**src/logic/calc_num_pkg.sv**
```systemverilog
`default_nettype none

// Number-side definitions shared by entry, units and controller
package calc_num_pkg;

    localparam int word_w = 16;                 // Operand and result width
    localparam int radix  = 10;                 // Keypad entry base

    typedef logic [word_w-1:0] calc_word_t;     // Unsigned, wraps mod 2**word_w
    typedef logic [3:0]        digit_t;         // One keypad digit, 0..9

endpackage

`default_nettype wire

```
**src/logic/calc_op_pkg.sv**
```systemverilog
`default_nettype none

// Operation-side definitions: operator code, request, unit latencies
package calc_op_pkg;

    typedef enum logic [2:0] {
        op_add = 3'b001,                        // a + b
        op_sub = 3'b010,                        // a - b, wraps
        op_mul = 3'b100                         // low half of a * b
    } op_code_t;

    // One posted calculation, sampled by a unit on its start pulse
    typedef struct packed {
        op_code_t               op;             // Latched operator
        calc_num_pkg::calc_word_t a;            // First operand
        calc_num_pkg::calc_word_t b;            // Second operand
    } calc_req_t;

    localparam int add_sub_cycles = 4;          // One nibble per cycle
    localparam int mul_cycles     = 16;         // One multiplier bit per cycle

endpackage

`default_nettype wire

```
**src/logic/digit_entry.sv**
```systemverilog
`timescale 1ns/1ps
`default_nettype none

module digit_entry (
    input  logic                     clk,
    input  logic                     nRST,
    input  calc_num_pkg::digit_t     keypad_input,  // Digit on the keypad lines
    input  logic                     read_input,    // Take this digit
    input  logic                     clear,         // Start a new number
    output calc_num_pkg::calc_word_t value          // Running number
);

    calc_num_pkg::calc_word_t next_value;           // Value with the digit appended
    calc_num_pkg::calc_word_t digit_ext;            // Digit widened to a word

    assign digit_ext = calc_num_pkg::calc_word_t'(keypad_input);

    // x10 as x8 + x2, then add the digit; upper bits fall off
    always_comb begin
        next_value = (value << 3) + (value << 1) + digit_ext;
    end

    always_ff @(posedge clk or negedge nRST) begin
        if (!nRST) begin
            value <= '0;
        end else if (clear) begin                   // Clear wins over a digit
            value <= '0;
        end else if (read_input) begin
            value <= next_value;
        end
    end

    // Keypad only sends decimal digits
    digit_in_range: assert property (
        @(posedge clk) disable iff (!nRST)
        read_input |-> (int'(keypad_input) < calc_num_pkg::radix)
    ) else $error("digit_entry: keypad digit %0d out of range", keypad_input);

endmodule

`default_nettype wire

```
**src/logic/add_sub_unit.sv**
```systemverilog
`timescale 1ns/1ps
`default_nettype none

module add_sub_unit (
    input  logic                     clk,
    input  logic                     nRST,
    input  calc_op_pkg::calc_req_t   req,       // Sampled on start only
    input  logic                     start,
    output calc_num_pkg::calc_word_t result,    // Valid while finish is high
    output logic                     finish
);

    typedef logic [$clog2(calc_op_pkg::add_sub_cycles)-1:0] step_t;

    calc_num_pkg::calc_word_t a_sh;             // Operand a, low nibble next
    calc_num_pkg::calc_word_t b_sh;             // Operand b or ~b, low nibble next
    calc_num_pkg::calc_word_t sum;              // Result nibbles enter from the top
    logic                     carry;            // Carry between nibbles
    logic [4:0]               nib_sum;          // Nibble sum with carry out
    logic                     busy;
    step_t                    step;             // Nibble being added

    // Current nibble: a + b + carry
    assign nib_sum = {1'b0, a_sh[3:0]} + {1'b0, b_sh[3:0]} + {4'd0, carry};
    assign result  = sum;

    // Datapath, no reset
    always_ff @(posedge clk) begin
        if (start) begin
            a_sh  <= req.a;
            // Subtract as a + ~b + 1
            b_sh  <= (req.op == calc_op_pkg::op_sub) ? ~req.b : req.b;
            carry <= (req.op == calc_op_pkg::op_sub);
        end else if (busy) begin
            a_sh  <= a_sh >> 4;
            b_sh  <= b_sh >> 4;
            carry <= nib_sum[4];
            sum   <= {nib_sum[3:0], sum[calc_num_pkg::word_w-1:4]};
        end
    end

    // Step count and finish pulse
    always_ff @(posedge clk or negedge nRST) begin
        if (!nRST) begin
            busy   <= 1'b0;
            step   <= '0;
            finish <= 1'b0;
        end else begin
            finish <= 1'b0;                     // One-cycle pulse
            if (start) begin
                busy <= 1'b1;
                step <= '0;
            end else if (busy) begin
                step <= step + 1'b1;
                if (step == step_t'(calc_op_pkg::add_sub_cycles - 1)) begin
                    busy   <= 1'b0;             // Last nibble lands with finish
                    finish <= 1'b1;
                end
            end
        end
    end

    // Controller waits for finish before posting again
    no_start_when_busy: assert property (
        @(posedge clk) disable iff (!nRST)
        start |-> !busy
    ) else $error("add_sub_unit: start while busy");

endmodule

`default_nettype wire

```
**src/logic/shift_add_multiplier.sv**
```systemverilog
`timescale 1ns/1ps
`default_nettype none

module shift_add_multiplier (
    input  logic                     clk,
    input  logic                     nRST,
    input  calc_op_pkg::calc_req_t   req,       // Sampled on start only
    input  logic                     start,
    output calc_num_pkg::calc_word_t result,    // Low half of the product
    output logic                     finish
);

    typedef logic [$clog2(calc_op_pkg::mul_cycles)-1:0] step_t;

    calc_num_pkg::calc_word_t mcand;            // Multiplicand, moves left
    calc_num_pkg::calc_word_t mplier;           // Multiplier, moves right
    calc_num_pkg::calc_word_t acc;              // Partial product, low bits only
    calc_num_pkg::calc_word_t acc_next;
    logic                     busy;
    step_t                    step;             // Multiplier bit in use

    // Add the shifted multiplicand when this bit is set
    always_comb begin
        acc_next = acc;
        if (mplier[0]) begin
            acc_next = acc + mcand;             // Carry past bit 15 is dropped
        end
    end

    assign result = acc;

    // Datapath, no reset
    always_ff @(posedge clk) begin
        if (start) begin
            mcand  <= req.a;
            mplier <= req.b;
            acc    <= '0;
        end else if (busy) begin
            acc    <= acc_next;
            mcand  <= mcand << 1;               // High bits never reach the low half
            mplier <= mplier >> 1;
        end
    end

    // Step count and finish pulse
    always_ff @(posedge clk or negedge nRST) begin
        if (!nRST) begin
            busy   <= 1'b0;
            step   <= '0;
            finish <= 1'b0;
        end else begin
            finish <= 1'b0;                     // One-cycle pulse
            if (start) begin
                busy <= 1'b1;
                step <= '0;
            end else if (busy) begin
                step <= step + 1'b1;
                if (step == step_t'(calc_op_pkg::mul_cycles - 1)) begin
                    busy   <= 1'b0;             // Final add lands with finish
                    finish <= 1'b1;
                end
            end
        end
    end

    // Controller waits for finish before posting again
    no_start_when_busy: assert property (
        @(posedge clk) disable iff (!nRST)
        start |-> !busy
    ) else $error("shift_add_multiplier: start while busy");

endmodule

`default_nettype wire

```
**src/logic/calc_controller.sv**
```systemverilog
`timescale 1ns/1ps
`default_nettype none

module calc_controller (
    input  logic                     clk,
    input  logic                     nRST,
    input  logic [2:0]               operator_input,    // One-hot level from keypad
    input  logic                     equal_input,       // One-cycle strobe
    input  calc_num_pkg::calc_word_t value,             // Number being typed
    output logic                     clear,             // Zero the entry
    output calc_op_pkg::calc_req_t   req,               // Posted calculation
    output logic                     start_add,
    output logic                     start_mul,
    input  calc_num_pkg::calc_word_t add_result,
    input  logic                     add_finish,
    input  calc_num_pkg::calc_word_t mul_result,
    input  logic                     mul_finish,
    output logic                     complete,          // One-cycle done pulse
    output calc_num_pkg::calc_word_t display_output     // Held until next result
);

    typedef enum logic [2:0] {
        get_first,                      // Typing operand a
        get_second,                     // Typing operand b
        dispatch,                       // Start the chosen unit
        wait_unit,                      // Unit running
        show                            // complete is high
    } state_t;

    state_t state;
    state_t next_state;
    logic   op_valid;                   // Operator is one of the three codes
    logic   take_a;                     // Latch a and op this edge
    logic   take_b;                     // Latch b this edge
    logic   add_path;                   // Latched op goes to the adder

    assign op_valid = (operator_input == calc_op_pkg::op_add)
                   || (operator_input == calc_op_pkg::op_sub)
                   || (operator_input == calc_op_pkg::op_mul);
    assign take_a   = (state == get_first) && op_valid;
    assign take_b   = (state == get_second) && equal_input;
    assign add_path = (req.op == calc_op_pkg::op_add) || (req.op == calc_op_pkg::op_sub);

    // Zero entry on each capture, and drop keys while not collecting
    assign clear = take_a || take_b
                || (state == dispatch) || (state == wait_unit) || (state == show);

    // Latched op alone picks the unit
    assign start_add = (state == dispatch) && add_path;
    assign start_mul = (state == dispatch) && (req.op == calc_op_pkg::op_mul);

    always_comb begin
        next_state = state;
        case (state)
            get_first: begin
                if (op_valid) begin             // 000, 011, 111 etc. ignored
                    next_state = get_second;
                end
            end
            get_second: begin
                if (equal_input) begin
                    next_state = dispatch;
                end
            end
            dispatch:  next_state = wait_unit;
            wait_unit: begin
                if (add_finish || mul_finish) begin
                    next_state = show;
                end
            end
            show:      next_state = get_first;
            default:   next_state = get_first;
        endcase
    end

    // Request payload, no reset
    always_ff @(posedge clk) begin
        if (take_a) begin
            req.op <= calc_op_pkg::op_code_t'(operator_input);
            req.a  <= value;
        end
        if (take_b) begin
            req.b  <= value;
        end
    end

    always_ff @(posedge clk or negedge nRST) begin
        if (!nRST) begin
            state          <= get_first;
            complete       <= 1'b0;
            display_output <= '0;
        end else begin
            state    <= next_state;
            complete <= 1'b0;
            if (state == wait_unit) begin
                if (add_finish) begin       // Result and complete on one edge
                    display_output <= add_result;
                    complete       <= 1'b1;
                end else if (mul_finish) begin
                    display_output <= mul_result;
                    complete       <= 1'b1;
                end
            end
        end
    end

    // Exactly one unit is started per calculation
    one_start: assert property (
        @(posedge clk) disable iff (!nRST)
        (state == dispatch) |-> (start_add ^ start_mul)
    ) else $error("calc_controller: both or neither unit started");

    // A unit only finishes work this controller is waiting on
    finish_in_wait: assert property (
        @(posedge clk) disable iff (!nRST)
        (add_finish || mul_finish) |-> (state == wait_unit)
    ) else $error("calc_controller: finish outside wait_unit");

endmodule

`default_nettype wire

```
**src/logic/calculator_top.sv**
```systemverilog
`timescale 1ns/1ps
`default_nettype none

module calculator_top (
    input  logic                     clk,
    input  logic                     nRST,
    input  calc_num_pkg::digit_t     keypad_input,
    input  logic                     read_input,
    input  logic [2:0]               operator_input,
    input  logic                     equal_input,
    output logic                     complete,
    output calc_num_pkg::calc_word_t display_output
);

    calc_num_pkg::calc_word_t value;            // Entry to controller
    logic                     clear;
    calc_op_pkg::calc_req_t   req;              // Shared by both units
    logic                     start_add;
    logic                     start_mul;
    calc_num_pkg::calc_word_t add_result;
    logic                     add_finish;
    calc_num_pkg::calc_word_t mul_result;
    logic                     mul_finish;

    digit_entry i_digit_entry (
        .clk          (clk),
        .nRST         (nRST),
        .keypad_input (keypad_input),
        .read_input   (read_input),
        .clear        (clear),
        .value        (value)
    );

    calc_controller i_calc_controller (
        .clk            (clk),
        .nRST           (nRST),
        .operator_input (operator_input),
        .equal_input    (equal_input),
        .value          (value),
        .clear          (clear),
        .req            (req),
        .start_add      (start_add),
        .start_mul      (start_mul),
        .add_result     (add_result),
        .add_finish     (add_finish),
        .mul_result     (mul_result),
        .mul_finish     (mul_finish),
        .complete       (complete),
        .display_output (display_output)
    );

    add_sub_unit i_add_sub_unit (
        .clk    (clk),
        .nRST   (nRST),
        .req    (req),
        .start  (start_add),
        .result (add_result),
        .finish (add_finish)
    );

    shift_add_multiplier i_shift_add_multiplier (
        .clk    (clk),
        .nRST   (nRST),
        .req    (req),
        .start  (start_mul),
        .result (mul_result),
        .finish (mul_finish)
    );

endmodule

`default_nettype wire

```
**config.mk**
```make
export PLATFORM = sky130hd
export DESIGN_NAME = calculator_top
export DESIGN_NICKNAME = d
export VERILOG_FILES = /design/src/logic/calc_num_pkg.sv /design/src/logic/calc_op_pkg.sv /design/src/logic/digit_entry.sv /design/src/logic/add_sub_unit.sv /design/src/logic/shift_add_multiplier.sv /design/src/logic/calc_controller.sv /design/src/logic/calculator_top.sv
export SDC_FILE = /design/constraint.sdc
export NUM_CORES = 1
export LEC_CHECK = 0
export BUFFER_PORTS_ARGS = -buffer_cell sky130_fd_sc_hd__buf_2
export CORE_UTILIZATION = 55
export DETAILED_ROUTE_END_ITERATION = 16
export HOLD_SLACK_MARGIN = 0.08
export PLACE_DENSITY = 0.73
export SYNTH_ARGS = -nofsm -noshare
export SYNTH_HDL_FRONTEND = slang
export SYNTH_SLANG_ARGS = --single-unit
```
**constraint.sdc**
```tcl
create_clock -name clk -period 3.3 [get_ports clk]
set_input_delay 0.33 -clock clk [delete_from_list [all_inputs] [get_ports clk]]
set_output_delay 0.33 -clock clk [all_outputs]
set_load 0.02 [all_outputs]
```
==> results.sh, run 1 <==
export IMPL_synthCells=760
export IMPL_cp_start_kind="flop"
export IMPL_dp_worst_setup_slack_ns=0.3868
export IMPL_first_iter_violations=393
export IMPL_clkLatencyLatePin_ns=0.43
export IMPL_dr_pass1_iters=6
export IMPL_syn_area_um2=8502
export IMPL_dr_total_vias=5700
export IMPL_layoutNonFillerInstCount=988
export IMPL_syn_num_nets=822
export IMPL_io_pins=28
export IMPL_synth_main_ff_cell="edfxtp_1"
export IMPL_synth_adder_area_share_pct=7.947
export IMPL_post_cts_buffers=0
export IMPL_rsz0062_at_grt="false"
export IMPL_die_y_um=126.3
export IMPL_ir_drop_uv=443.7
export IMPL_placed_cells=956
export IMPL_fin_ws_ns=0.3593
export IMPL_ys_top_cells_by_area="edfxtp_1 (41%), dfrtp_1 (14%), nand2_1 (7.4%)"
export IMPL_syn_to_final_growth_pct=11.46
export IMPL_row_count=45
export IMPL_core_area_um2=15150
export IMPL_antenna_found_initial=0
export IMPL_path_buf_inv=2
export IMPL_drc=0
export IMPL_ys_ff_latch=178
export IMPL_synth_top_family_by_area="simple AND/OR/NAND/NOR gates"
export IMPL_cts_root_buf="clkbuf_16"
export IMPL_multi_input_area_um2=3344
export IMPL_outcome="finished clean"
export IMPL_start_util_pct=56.13
export IMPL_path_depth=10
export IMPL_r2r_setup_slack_ns=0.36
export IMPL_grt_start_max_net_pins=47
export IMPL_hp_class="input port to async pin"
export IMPL_port_buffers=27
export IMPL_synthXorXnorAreaFrac_pct=4.224
export IMPL_crit_arrival_ns=3.26
export IMPL_crit_required_ns=3.62
export IMPL_fin_area_um2=9477
export IMPL_cp_top_family="compound AO/OA/AOI/OAI gates"
export IMPL_grtUsageTotal_pct=22.25
export IMPL_post_cts_resized=0
export IMPL_reg2reg_from="i_digit_entry.value[0]"
export IMPL_fin_skew_ns=0.01942
export IMPL_yosysSeqAreaShare_pct=58.28
export IMPL_numCtsBuffers=17
export IMPL_end_kind="flop"
export IMPL_ctsHoldBuffers=0
export IMPL_power_density_nw_per_um2=889.0
export IMPL_n_antenna_cell=0
export IMPL_synth_top_area_share_pct=40.97
export IMPL_clkSinkCount=178
export IMPL_ant_nets=0
export IMPL_grt_first_pass_wirelength_um=27320
export IMPL_dpl_instance_area_um2=8842
export IMPL_clock_path_buffers=2
export IMPL_crit_chain="inv_1 > fa_1 > inv_1 > fa_1 > a211oi_1 > o211a_1 > o21ai_0 > a31oi_1 > xnor2_1 > a22o_1"
export IMPL_relSlewSlack_pct=30.46
export IMPL_wl_per_cell_um=16.93
export IMPL_nets=849
export IMPL_drive_gt1_share_pct=10.13
export IMPL_min_period_over_period_pct=89.11
export IMPL_avgSynthCellArea_um2=11.19
export IMPL_critPathMaxStageDelay_ns=0.50
export IMPL_setup_tns_ns=0
export IMPL_p_leak_nw=4.041
export IMPL_yosysUniqueCellTypes=53
export IMPL_dp_hpwl_um=11950
export IMPL_crit_fanout=5
export IMPL_reg2regPathDepth=10
export IMPL_fillers=1177
export IMPL_avgViaCountPerCell=5.769
export IMPL_seq_area_um2=4955
export IMPL_synth_edf_count=116
export IMPL_die_area_um2=15960
export IMPL_cap_violations=0
export IMPL_synth_mux_area_share_pct=2.355
export IMPL_r2r_end="i_digit_entry.value[12]"
export IMPL_setup_viol=0
export IMPL_cts_tree="yes"
export IMPL_fmax_ghz=0.3401
export IMPL_setup_worst_path_class="flop to flop"
export IMPL_die_w_um=126.3
export IMPL_yosys_warnings=0
export IMPL_path_clk_slew_ns=0.07
export IMPL_synthArstFlopShare_pct=25.84
export IMPL_crit_path_end="i_digit_entry.value[12]"
export IMPL_hold_violations=0
export IMPL_h_tree_depth=4
export IMPL_slowest_stage="fa_1"
export IMPL_cp_startpoint="i_digit_entry.value[0]"
export IMPL_total_power_mw=8.425
export IMPL_synth_compound_area_share_pct=10.99
export IMPL_gp_congestion=0.8757
export IMPL_worstMarginPinSlew_ns=1.043
export IMPL_finalCriticalPeriod_ns=2.941
export IMPL_yosys_area_share_simple_pct=13.67
export IMPL_totalWireLength_um=16730
export IMPL_grt_pass1_vias=5728
export IMPL_yosys_area_top_type="edfxtp_1"
export IMPL_grt_overflow=0
export IMPL_timing_max_transition_violations_final=0
-- worst register-to-register path: stages, from the launching register on --
cell and delay, ns:
dfrtp_1 0.41, inv_1 0.08, fa_1 0.50, inv_1 0.07, fa_1 0.48, a211oi_1 0.36, o211a_1 0.21, o21ai_0 0.18
a31oi_1 0.27, xnor2_1 0.09, a22o_1 0.19
-- cell families (layout without fill, tap and decap cells) --
kind of cell | after synthesis | in the layout
and+or+nand+nor | 269 | 269
DFF | 178 | 178
AOI/OAI and AO/OA | 149 | 149
buffers and inverters | 52 | 92
adders and majority gates | 51 | 51
xor gates and xnor gates | 41 | 41
muxes | 20 | 20
-- synth_stat cells, types with 9 or more instances --
cell      number
nand2_1      167
xnor2_1       32
nor2_1        51
o21a_1         9
edfxtp_1     116
a22o_1        16
inv_1         20
a21oi_1       50
a211oi_1       9
o21ai_0       35
buf_2         10
mux2i_1       20
dfrtp_1       46
clkbuf_1      18
dfxtp_1       16
xor2_1         9
a21o_1         9
ha_1          46
-- layout by cell type, fill, tap and decap left out, drive strengths merged, types with 3 or more instances in the layout --
cell and n:
nand2 167, edfxtp 116, nor2 51, a21oi 50, ha 46, dfrtp 46
buf 40, o21ai 35, xnor2 32, inv 25, mux2i 20, clkbuf 19
a22o 16, dfxtp 16, a21o 9, xor2 9, o21a 9, a211oi 9
and2 8, nand3 8, nor3 7, fa 5, nor2b 4, a31oi 4
nand4 4, clkinv 4, nand2b 3, and3 3, o21bai 3, o211ai 3
bufinv 3
-- routing by layer --
metal	GRT usage, %	routed length (µm)
met3	4.808	615
met2	39.65	8548
met5	0	0
met1	25.63	7128
met4	10.35	434
-- sequential cells by signal, summed over array words and instances, names as in the netlist --
signal / cells
i_add_sub_unit.a_sh: 16
i_add_sub_unit.b_sh: 16
i_add_sub_unit.busy: 1
i_add_sub_unit.carry: 1
i_add_sub_unit.finish: 1
i_add_sub_unit.result: 16
i_add_sub_unit.step: 2
i_calc_controller.complete: 1
i_calc_controller.display_output: 16
i_calc_controller.req: 35
i_calc_controller.state: 3
i_digit_entry.value: 16
i_shift_add_multiplier.busy: 1
i_shift_add_multiplier.finish: 1
i_shift_add_multiplier.mcand: 16
i_shift_add_multiplier.mplier: 16
i_shift_add_multiplier.result: 16
i_shift_add_multiplier.step: 4
-- area by class of cell --
class	count	area share [%]
Clock buffer	19	4.898
Clock inverter	13	1.796
Inverter	20	0.7922
Multi-Input combinational cell	530	35.29
Sequential cell	178	52.28
Tap cell	188	2.482
Timing Repair Buffer	40	2.456
-- power breakdown --
| part | switching, mW | internal [mW] |
|---|---|---|
| sequential | 0.436 | 3.28 |
| clock | 0.841 | 1.27 |
| combinational | 1.56 | 1.04 |
| total | 2.83 | 5.59 |
-- worst min-delay path by stage --
stage,start,end,slack [ns],cells after the start
after floorplan,nRST,i_add_sub_unit.busy,0.03,0
after global routing,operator_input[1],i_calc_controller.req[33],0.1,1
after detailed placement,i_add_sub_unit.result[7],i_add_sub_unit.result[3],0.44,0
after CTS,operator_input[1],i_calc_controller.req[33],0.09,1
after global placement,i_add_sub_unit.result[7],i_add_sub_unit.result[3],0.44,0
final,nRST,i_calc_controller.display_output[1],0.1,1
-- per-stage QoR --
stage	hold WS, ns	utilization (%)
after CTS	0.09496	62.57
final	0.09556	62.57
after global placement	0.4381	58.38
after global routing	0.09808	62.57
after floorplan	0.03441	-
after detailed placement	0.4400	58.38
(Power assumes the default switching activity.)
==> run 2: changes to the inputs <==
==> constraint.sdc (replaced) <==
create_clock -name clk -period 3.5 [get_ports clk]
set_input_delay 0.35 -clock clk [delete_from_list [all_inputs] [get_ports clk]]
set_output_delay 0.35 -clock clk [all_outputs]
set_load 0.02 [all_outputs]
==> run 2 against run 1 <==
Net effect:
- flip-flop and latch count unchanged
- die area unchanged
- clock-buffer cell count increased by 2
- clock skew decreased by 0.0066 ns
- cell area about the same
- final cell count decreased by 0.10%
- critical path type unchanged
==> results.sh, run 2 (synthesis results as in run 1) <==
export IMPL_grt_start_max_net_pins=47
export IMPL_die_area_um2=15960
export IMPL_grt_overflow=0
export IMPL_antenna_found_initial=0
export IMPL_first_iter_violations=439
export IMPL_n_antenna_cell=0
export IMPL_cp_start_kind="flop"
export IMPL_hp_class="input port to async pin"
export IMPL_rsz0062_at_grt="false"
export IMPL_dp_worst_setup_slack_ns=0.5281
export IMPL_ant_nets=0
export IMPL_wl_per_cell_um=17.26
export IMPL_min_period_over_period_pct=84.62
export IMPL_mostFrequentLayoutCell="nand2_1"
export IMPL_setup_tns_ns=0
export IMPL_cap_violations=0
export IMPL_ir_drop_uv=423.1
export IMPL_power_density_nw_per_um2=842.7
export IMPL_hold_violations=0
export IMPL_end_kind="flop"
export IMPL_dp_hpwl_um=11840
export IMPL_p_leak_nw=4.039
export IMPL_crit_fanout=5
export IMPL_h_tree_depth=4
export IMPL_setup_viol=0
export IMPL_regMostFlops="i_calc_controller.req"
export IMPL_io_pins=28
export IMPL_timing_max_transition_violations_final=0
export IMPL_crit_required_ns=3.82
export IMPL_crit_arrival_ns=3.28
export IMPL_dr_total_vias=5657
export IMPL_cts_root_buf="clkbuf_16"
export IMPL_grt_pass1_vias=5656
export IMPL_clock_path_buffers=2
export IMPL_post_cts_buffers=0
export IMPL_worstMarginPinSlew_ns=1.027
export IMPL_die_w_um=126.3
export IMPL_largest_reg_flops=35
export IMPL_finalCriticalPeriod_ns=2.962
export IMPL_fin_ws_ns=0.5382
export IMPL_grt_first_pass_wirelength_um=27710
export IMPL_setup_worst_path_class="flop to flop"
export IMPL_row_count=45
export IMPL_ctsHoldBuffers=0
export IMPL_totalWireLength_um=17040
export IMPL_clkLatencyLatePin_ns=0.44
export IMPL_cts_tree="yes"
export IMPL_dr_pass1_iters=5
export IMPL_drc=0
export IMPL_fmax_ghz=0.3376
export IMPL_outcome="finished clean"
export IMPL_die_y_um=126.3
export IMPL_clkSinkCount=178
export IMPL_gp_congestion=0.8610
export IMPL_fin_skew_ns=0.01285
export IMPL_relSlewSlack_pct=31.53
export IMPL_nets=848
export IMPL_numCtsBuffers=17
export IMPL_port_buffers=27
export IMPL_core_area_um2=15150
export IMPL_post_cts_resized=0
export IMPL_avgViaCountPerCell=5.732
export IMPL_path_clk_slew_ns=0.07
export IMPL_layout_common_cells="nand2_1 (167), edfxtp_1 (116), a21oi_1 (50), nor2_1 (50)"
export IMPL_start_util_pct=56.13
export IMPL_grtUsageTotal_pct=22.68
export IMPL_syn_to_final_growth_pct=11.45
export IMPL_drive_gt1_share_pct=10.01
==> run 2: cell types whose count changed in the layout (fill, tap and decap cells not counted), sizes merged <==
cell / change
buf: -1
bufinv: -1
clkinv: -1
clkbuf: +2
==> run 2: layer usage <==
| metal | GRT usage [%] | up-vias | wire, µm | share of wire, % |
|---|---|---|---|---|
| met5 | 0 | - | 0 | 0 |
| met4 | 8.930 | 0 | 299 | 1.8 |
| met3 | 5.019 | 27 | 762 | 4.5 |
| li1 | - | 2739 | - | - |
| met1 | 26.18 | 2750 | 7024 | 41 |
| met2 | 40.98 | 141 | 8951 | 53 |
==> run 2: cell type report <==
class | instances | area, µm²
tap | 188 | 235.2
multi-input combinational | 530 | 3344
sequential | 178 | 4955
timing repair buffer | 39 | 225.2
clock inverter | 11 | 137.6
inverter | 20 | 75.07
clock buffer | 21 | 503.0
fill | 1147 | 5670
==> run 2: critical path, stage by stage (launching register included) <==
cell and delay [ns]:
dfrtp_1 0.44, inv_1 0.09, fa_1 0.49, inv_1 0.07, fa_1 0.49, a211oi_1 0.35, o211a_1 0.21, o21ai_0 0.15
a31oi_1 0.25, xnor2_1 0.11, a22o_1 0.20
==> run 2: final timing paths <==
path | start | to | slack, ns | depth (start not counted)
worst max-delay path | i_digit_entry.value[2] | i_digit_entry.value[12] | 0.54 | 10
worst min-delay path | nRST | i_calc_controller.complete | 0.09 | 1
worst max register to register | i_digit_entry.value[2] | i_digit_entry.value[12] | 0.54 | 10
worst min register to register | i_add_sub_unit.result[9] | i_add_sub_unit.result[5] | 0.46 | 0
max in group asynchronous | nRST | i_digit_entry.value[0] | 2.76 | 1
min in group clk | operator_input[1] | i_calc_controller.req[33] | 0.11 | 1
==> run 2: stage by stage <==
| stage | power (mW) | hold slack, ns | std cells | cell area, µm² | util [%] |
|---|---|---|---|---|---|
| after CTS | 8.013 | 0.1078 | 987 | 9475 | 62.56 |
| after global placement | 5.841 | 0.4390 | 955 | 8835 | 58.33 |
| after global routing | 8.466 | 0.1148 | 987 | 9475 | 62.56 |
| after detailed placement | 5.974 | 0.4446 | 955 | 8835 | 58.33 |
| final | 7.985 | 0.08831 | 987 | 9475 | 62.56 |
| after floorplan | 5.279 | 0.05441 | 760 | 8502 | - |
==> run 2: where the power goes <==
part | internal, mW | switching (mW)
clock | 1.19 | 0.820
combinational | 0.982 | 1.50
sequential | 3.09 | 0.404
==> run 3: changes to the inputs <==
--- a/config.mk
+++ b/config.mk
@@ -9,7 +9,7 @@
 export CORE_UTILIZATION = 55
 export DETAILED_ROUTE_END_ITERATION = 16
 export HOLD_SLACK_MARGIN = 0.08
-export PLACE_DENSITY = 0.73
+export PLACE_DENSITY = 0.76
 export SYNTH_ARGS = -nofsm -noshare
 export SYNTH_HDL_FRONTEND = slang
 export SYNTH_SLANG_ARGS = --single-unit
==> constraint.sdc (replaced) <==
create_clock -name clk -period 2.5 [get_ports clk]
set_input_delay 0.25 -clock clk [delete_from_list [all_inputs] [get_ports clk]]
set_output_delay 0.25 -clock clk [all_outputs]
set_load 0.02 [all_outputs]
==> run 3 against run 2 <==
Net effect:
- final cell count is 1.8% higher
- worst hold slack better by 0.070 ns
- first-iteration DRC count is 5.5% higher
- register-to-register slack worse by 0.48 ns
- critical path depth is 1 lower
- non-clock buffer count is 18 higher
- sequential power is 40% higher
- clock power is 26% higher
- clock skew is 0.0040 ns lower
- core utilization is 1.3 points higher
- combinational power is 47% higher
- cell area is 2.1% higher
==> results.sh, run 3 (synthesis results as in run 1) <==
export IMPL_outcome="finished clean"
export IMPL_crit_arrival_ns=2.75
export IMPL_die_w_um=126.3
export IMPL_dr_total_vias=5838
export IMPL_fin_ws_ns=0.06310
export IMPL_wl_per_cell_um=17.47
export IMPL_n_antenna_cell=0
export IMPL_cts_tree="yes"
export IMPL_grt_overflow=0
export IMPL_grt_pass1_vias=5894
export IMPL_hold_violations=0
export IMPL_grtUsageTotal_pct=23.80
export IMPL_relSlewSlack_pct=29.20
export IMPL_fin_skew_ns=0.008849
export IMPL_die_y_um=126.3
export IMPL_final_core_util_pct=63.90
export IMPL_mostFrequentLayoutCell="nand2_1"
export IMPL_p_leak_nw=4.101
export IMPL_crit_fanout=3
export IMPL_port_buffers=27
export IMPL_setup_viol=0
export IMPL_numCtsBuffers=17
export IMPL_cap_violations=0
export IMPL_clkLatencyLatePin_ns=0.43
export IMPL_power_density_nw_per_um2=1144
export IMPL_cts_root_buf="clkbuf_16"
export IMPL_min_period_over_period_pct=97.48
export IMPL_crit_required_ns=2.82
export IMPL_total_power_mw=11.07
export IMPL_path_clk_slew_ns=0.06
export IMPL_drc=0
export IMPL_die_area_um2=15960
export IMPL_layoutNonFillerInstCount=1005
export IMPL_clock_path_buffers=2
export IMPL_nets=866
export IMPL_rsz0062_at_grt="true"
export IMPL_finalCriticalPeriod_ns=2.437
export IMPL_dp_hpwl_um=12360
export IMPL_cp_start_kind="flop"
export IMPL_hp_class="input port to flop"
export IMPL_clkSinkCount=178
export IMPL_dp_worst_setup_slack_ns=-0.1530
export IMPL_timing_max_transition_violations_final=0
export IMPL_layout_common_cells="nand2_1 (166), edfxtp_1 (116), nor2_1 (49), a21oi_1 (48), dfrtp_1 (46)"
export IMPL_ir_drop_uv=558.6
export IMPL_grt_start_max_net_pins=47
export IMPL_end_kind="flop"
export IMPL_worstMarginPinSlew_ns=1.062
export IMPL_io_pins=28
export IMPL_drive_gt1_share_pct=13.46
export IMPL_avgViaCountPerCell=5.809
export IMPL_setup_worst_path_class="flop to flop"
export IMPL_regMostFlops="i_calc_controller.req"
export IMPL_row_count=45
export IMPL_ant_nets=0
export IMPL_placed_cells=967
export IMPL_h_tree_depth=4
export IMPL_grt_first_pass_wirelength_um=29280
export IMPL_fillers=1128
export IMPL_syn_to_final_growth_pct=13.83
export IMPL_totalWireLength_um=17550
export IMPL_gp_congestion=0.8984
export IMPL_core_area_um2=15150
export IMPL_antenna_found_initial=0
export IMPL_dr_pass1_iters=4
export IMPL_start_util_pct=56.13
export IMPL_fmax_ghz=0.4104
export IMPL_first_iter_violations=463
export IMPL_largest_reg_flops=35
## run 3: path summary, 6_finish.rpt
kind | from | endpoint | slack [ns] | depth (start not counted)
max | i_digit_entry.value[1] | i_digit_entry.value[12] | 0.06 | 9
max reg2reg | i_digit_entry.value[1] | i_digit_entry.value[12] | 0.06 | 9
min | equal_input | i_calc_controller.state[0] | 0.16 | 4
min in group asynchronous | nRST | i_calc_controller.display_output[14] | 0.56 | 2
max in group asynchronous | nRST | i_digit_entry.value[2] | 1.28 | 2
min reg2reg | i_add_sub_unit.result[9] | i_add_sub_unit.result[5] | 0.46 | 0
## run 3: where the power goes
group          switching (mW)  internal, mW  total [mW]
Combinational            2.18          1.47        3.65
Clock                    1.10          1.43        2.53
Sequential              0.567          4.33        4.89
Total                    3.85          7.23        11.1
## run 3: metrics by stage
stage	instance area [µm²]	setup TNS (ns)	hold WS, ns
2_1_floorplan	8514	0	-0.04559
3_3_place_gp	8962	-0.1785	0.4422
3_5_place_dp	8962	-0.5420	0.4434
4_1_cts	9613	0	0.1365
5_1_grt	9678	-0.03705	0.2024
6_report	9678	0	0.1584
## run 3: what timing repair did
item / in CTS / in global routing
buffers inserted: 1 / 0
gates resized for setup: 5 / 15
hold endpoints to repair: 50 / 0
pin swaps: 5 / 10
hold buffers: 5 / 0
setup endpoints to repair: 6 / 9
## run 3: critical path, cell delays in order (launching register included)
cell	delay, ns
dfrtp_1	0.41
ha_1	0.30
ha_1	0.24
fa_2	0.41
a211oi_2	0.26
o211a_1	0.18
o21ai_2	0.09
a31oi_1	0.17
xnor2_1	0.08
a22o_1	0.19
## run 3: final cells by class
type / count / area (µm²) / area share [%]
inverter: 20 / 75.07 / 0.7757
sequential: 178 / 4955 / 51.20
clock inverter: 13 / 107.6 / 1.112
clock buffer: 19 / 454.2 / 4.693
timing repair buffer: 57 / 397.9 / 4.111
multi-input combinational: 530 / 3453 / 35.68
tap: 188 / 235.2 / 2.431
## run 3: routing by layer
layer / share of wire [%] / GRT usage [%] / vias up / routed length [µm]
met2: 53 / 42.61 / 155 / 9226
met5: 0 / 0 / - / 0
met3: 4.0 / 4.260 / 32 / 704
met4: 1.6 / 8.079 / 0 / 277
met1: 42 / 29.06 / 2865 / 7346
li1: - / - / 2786 / -
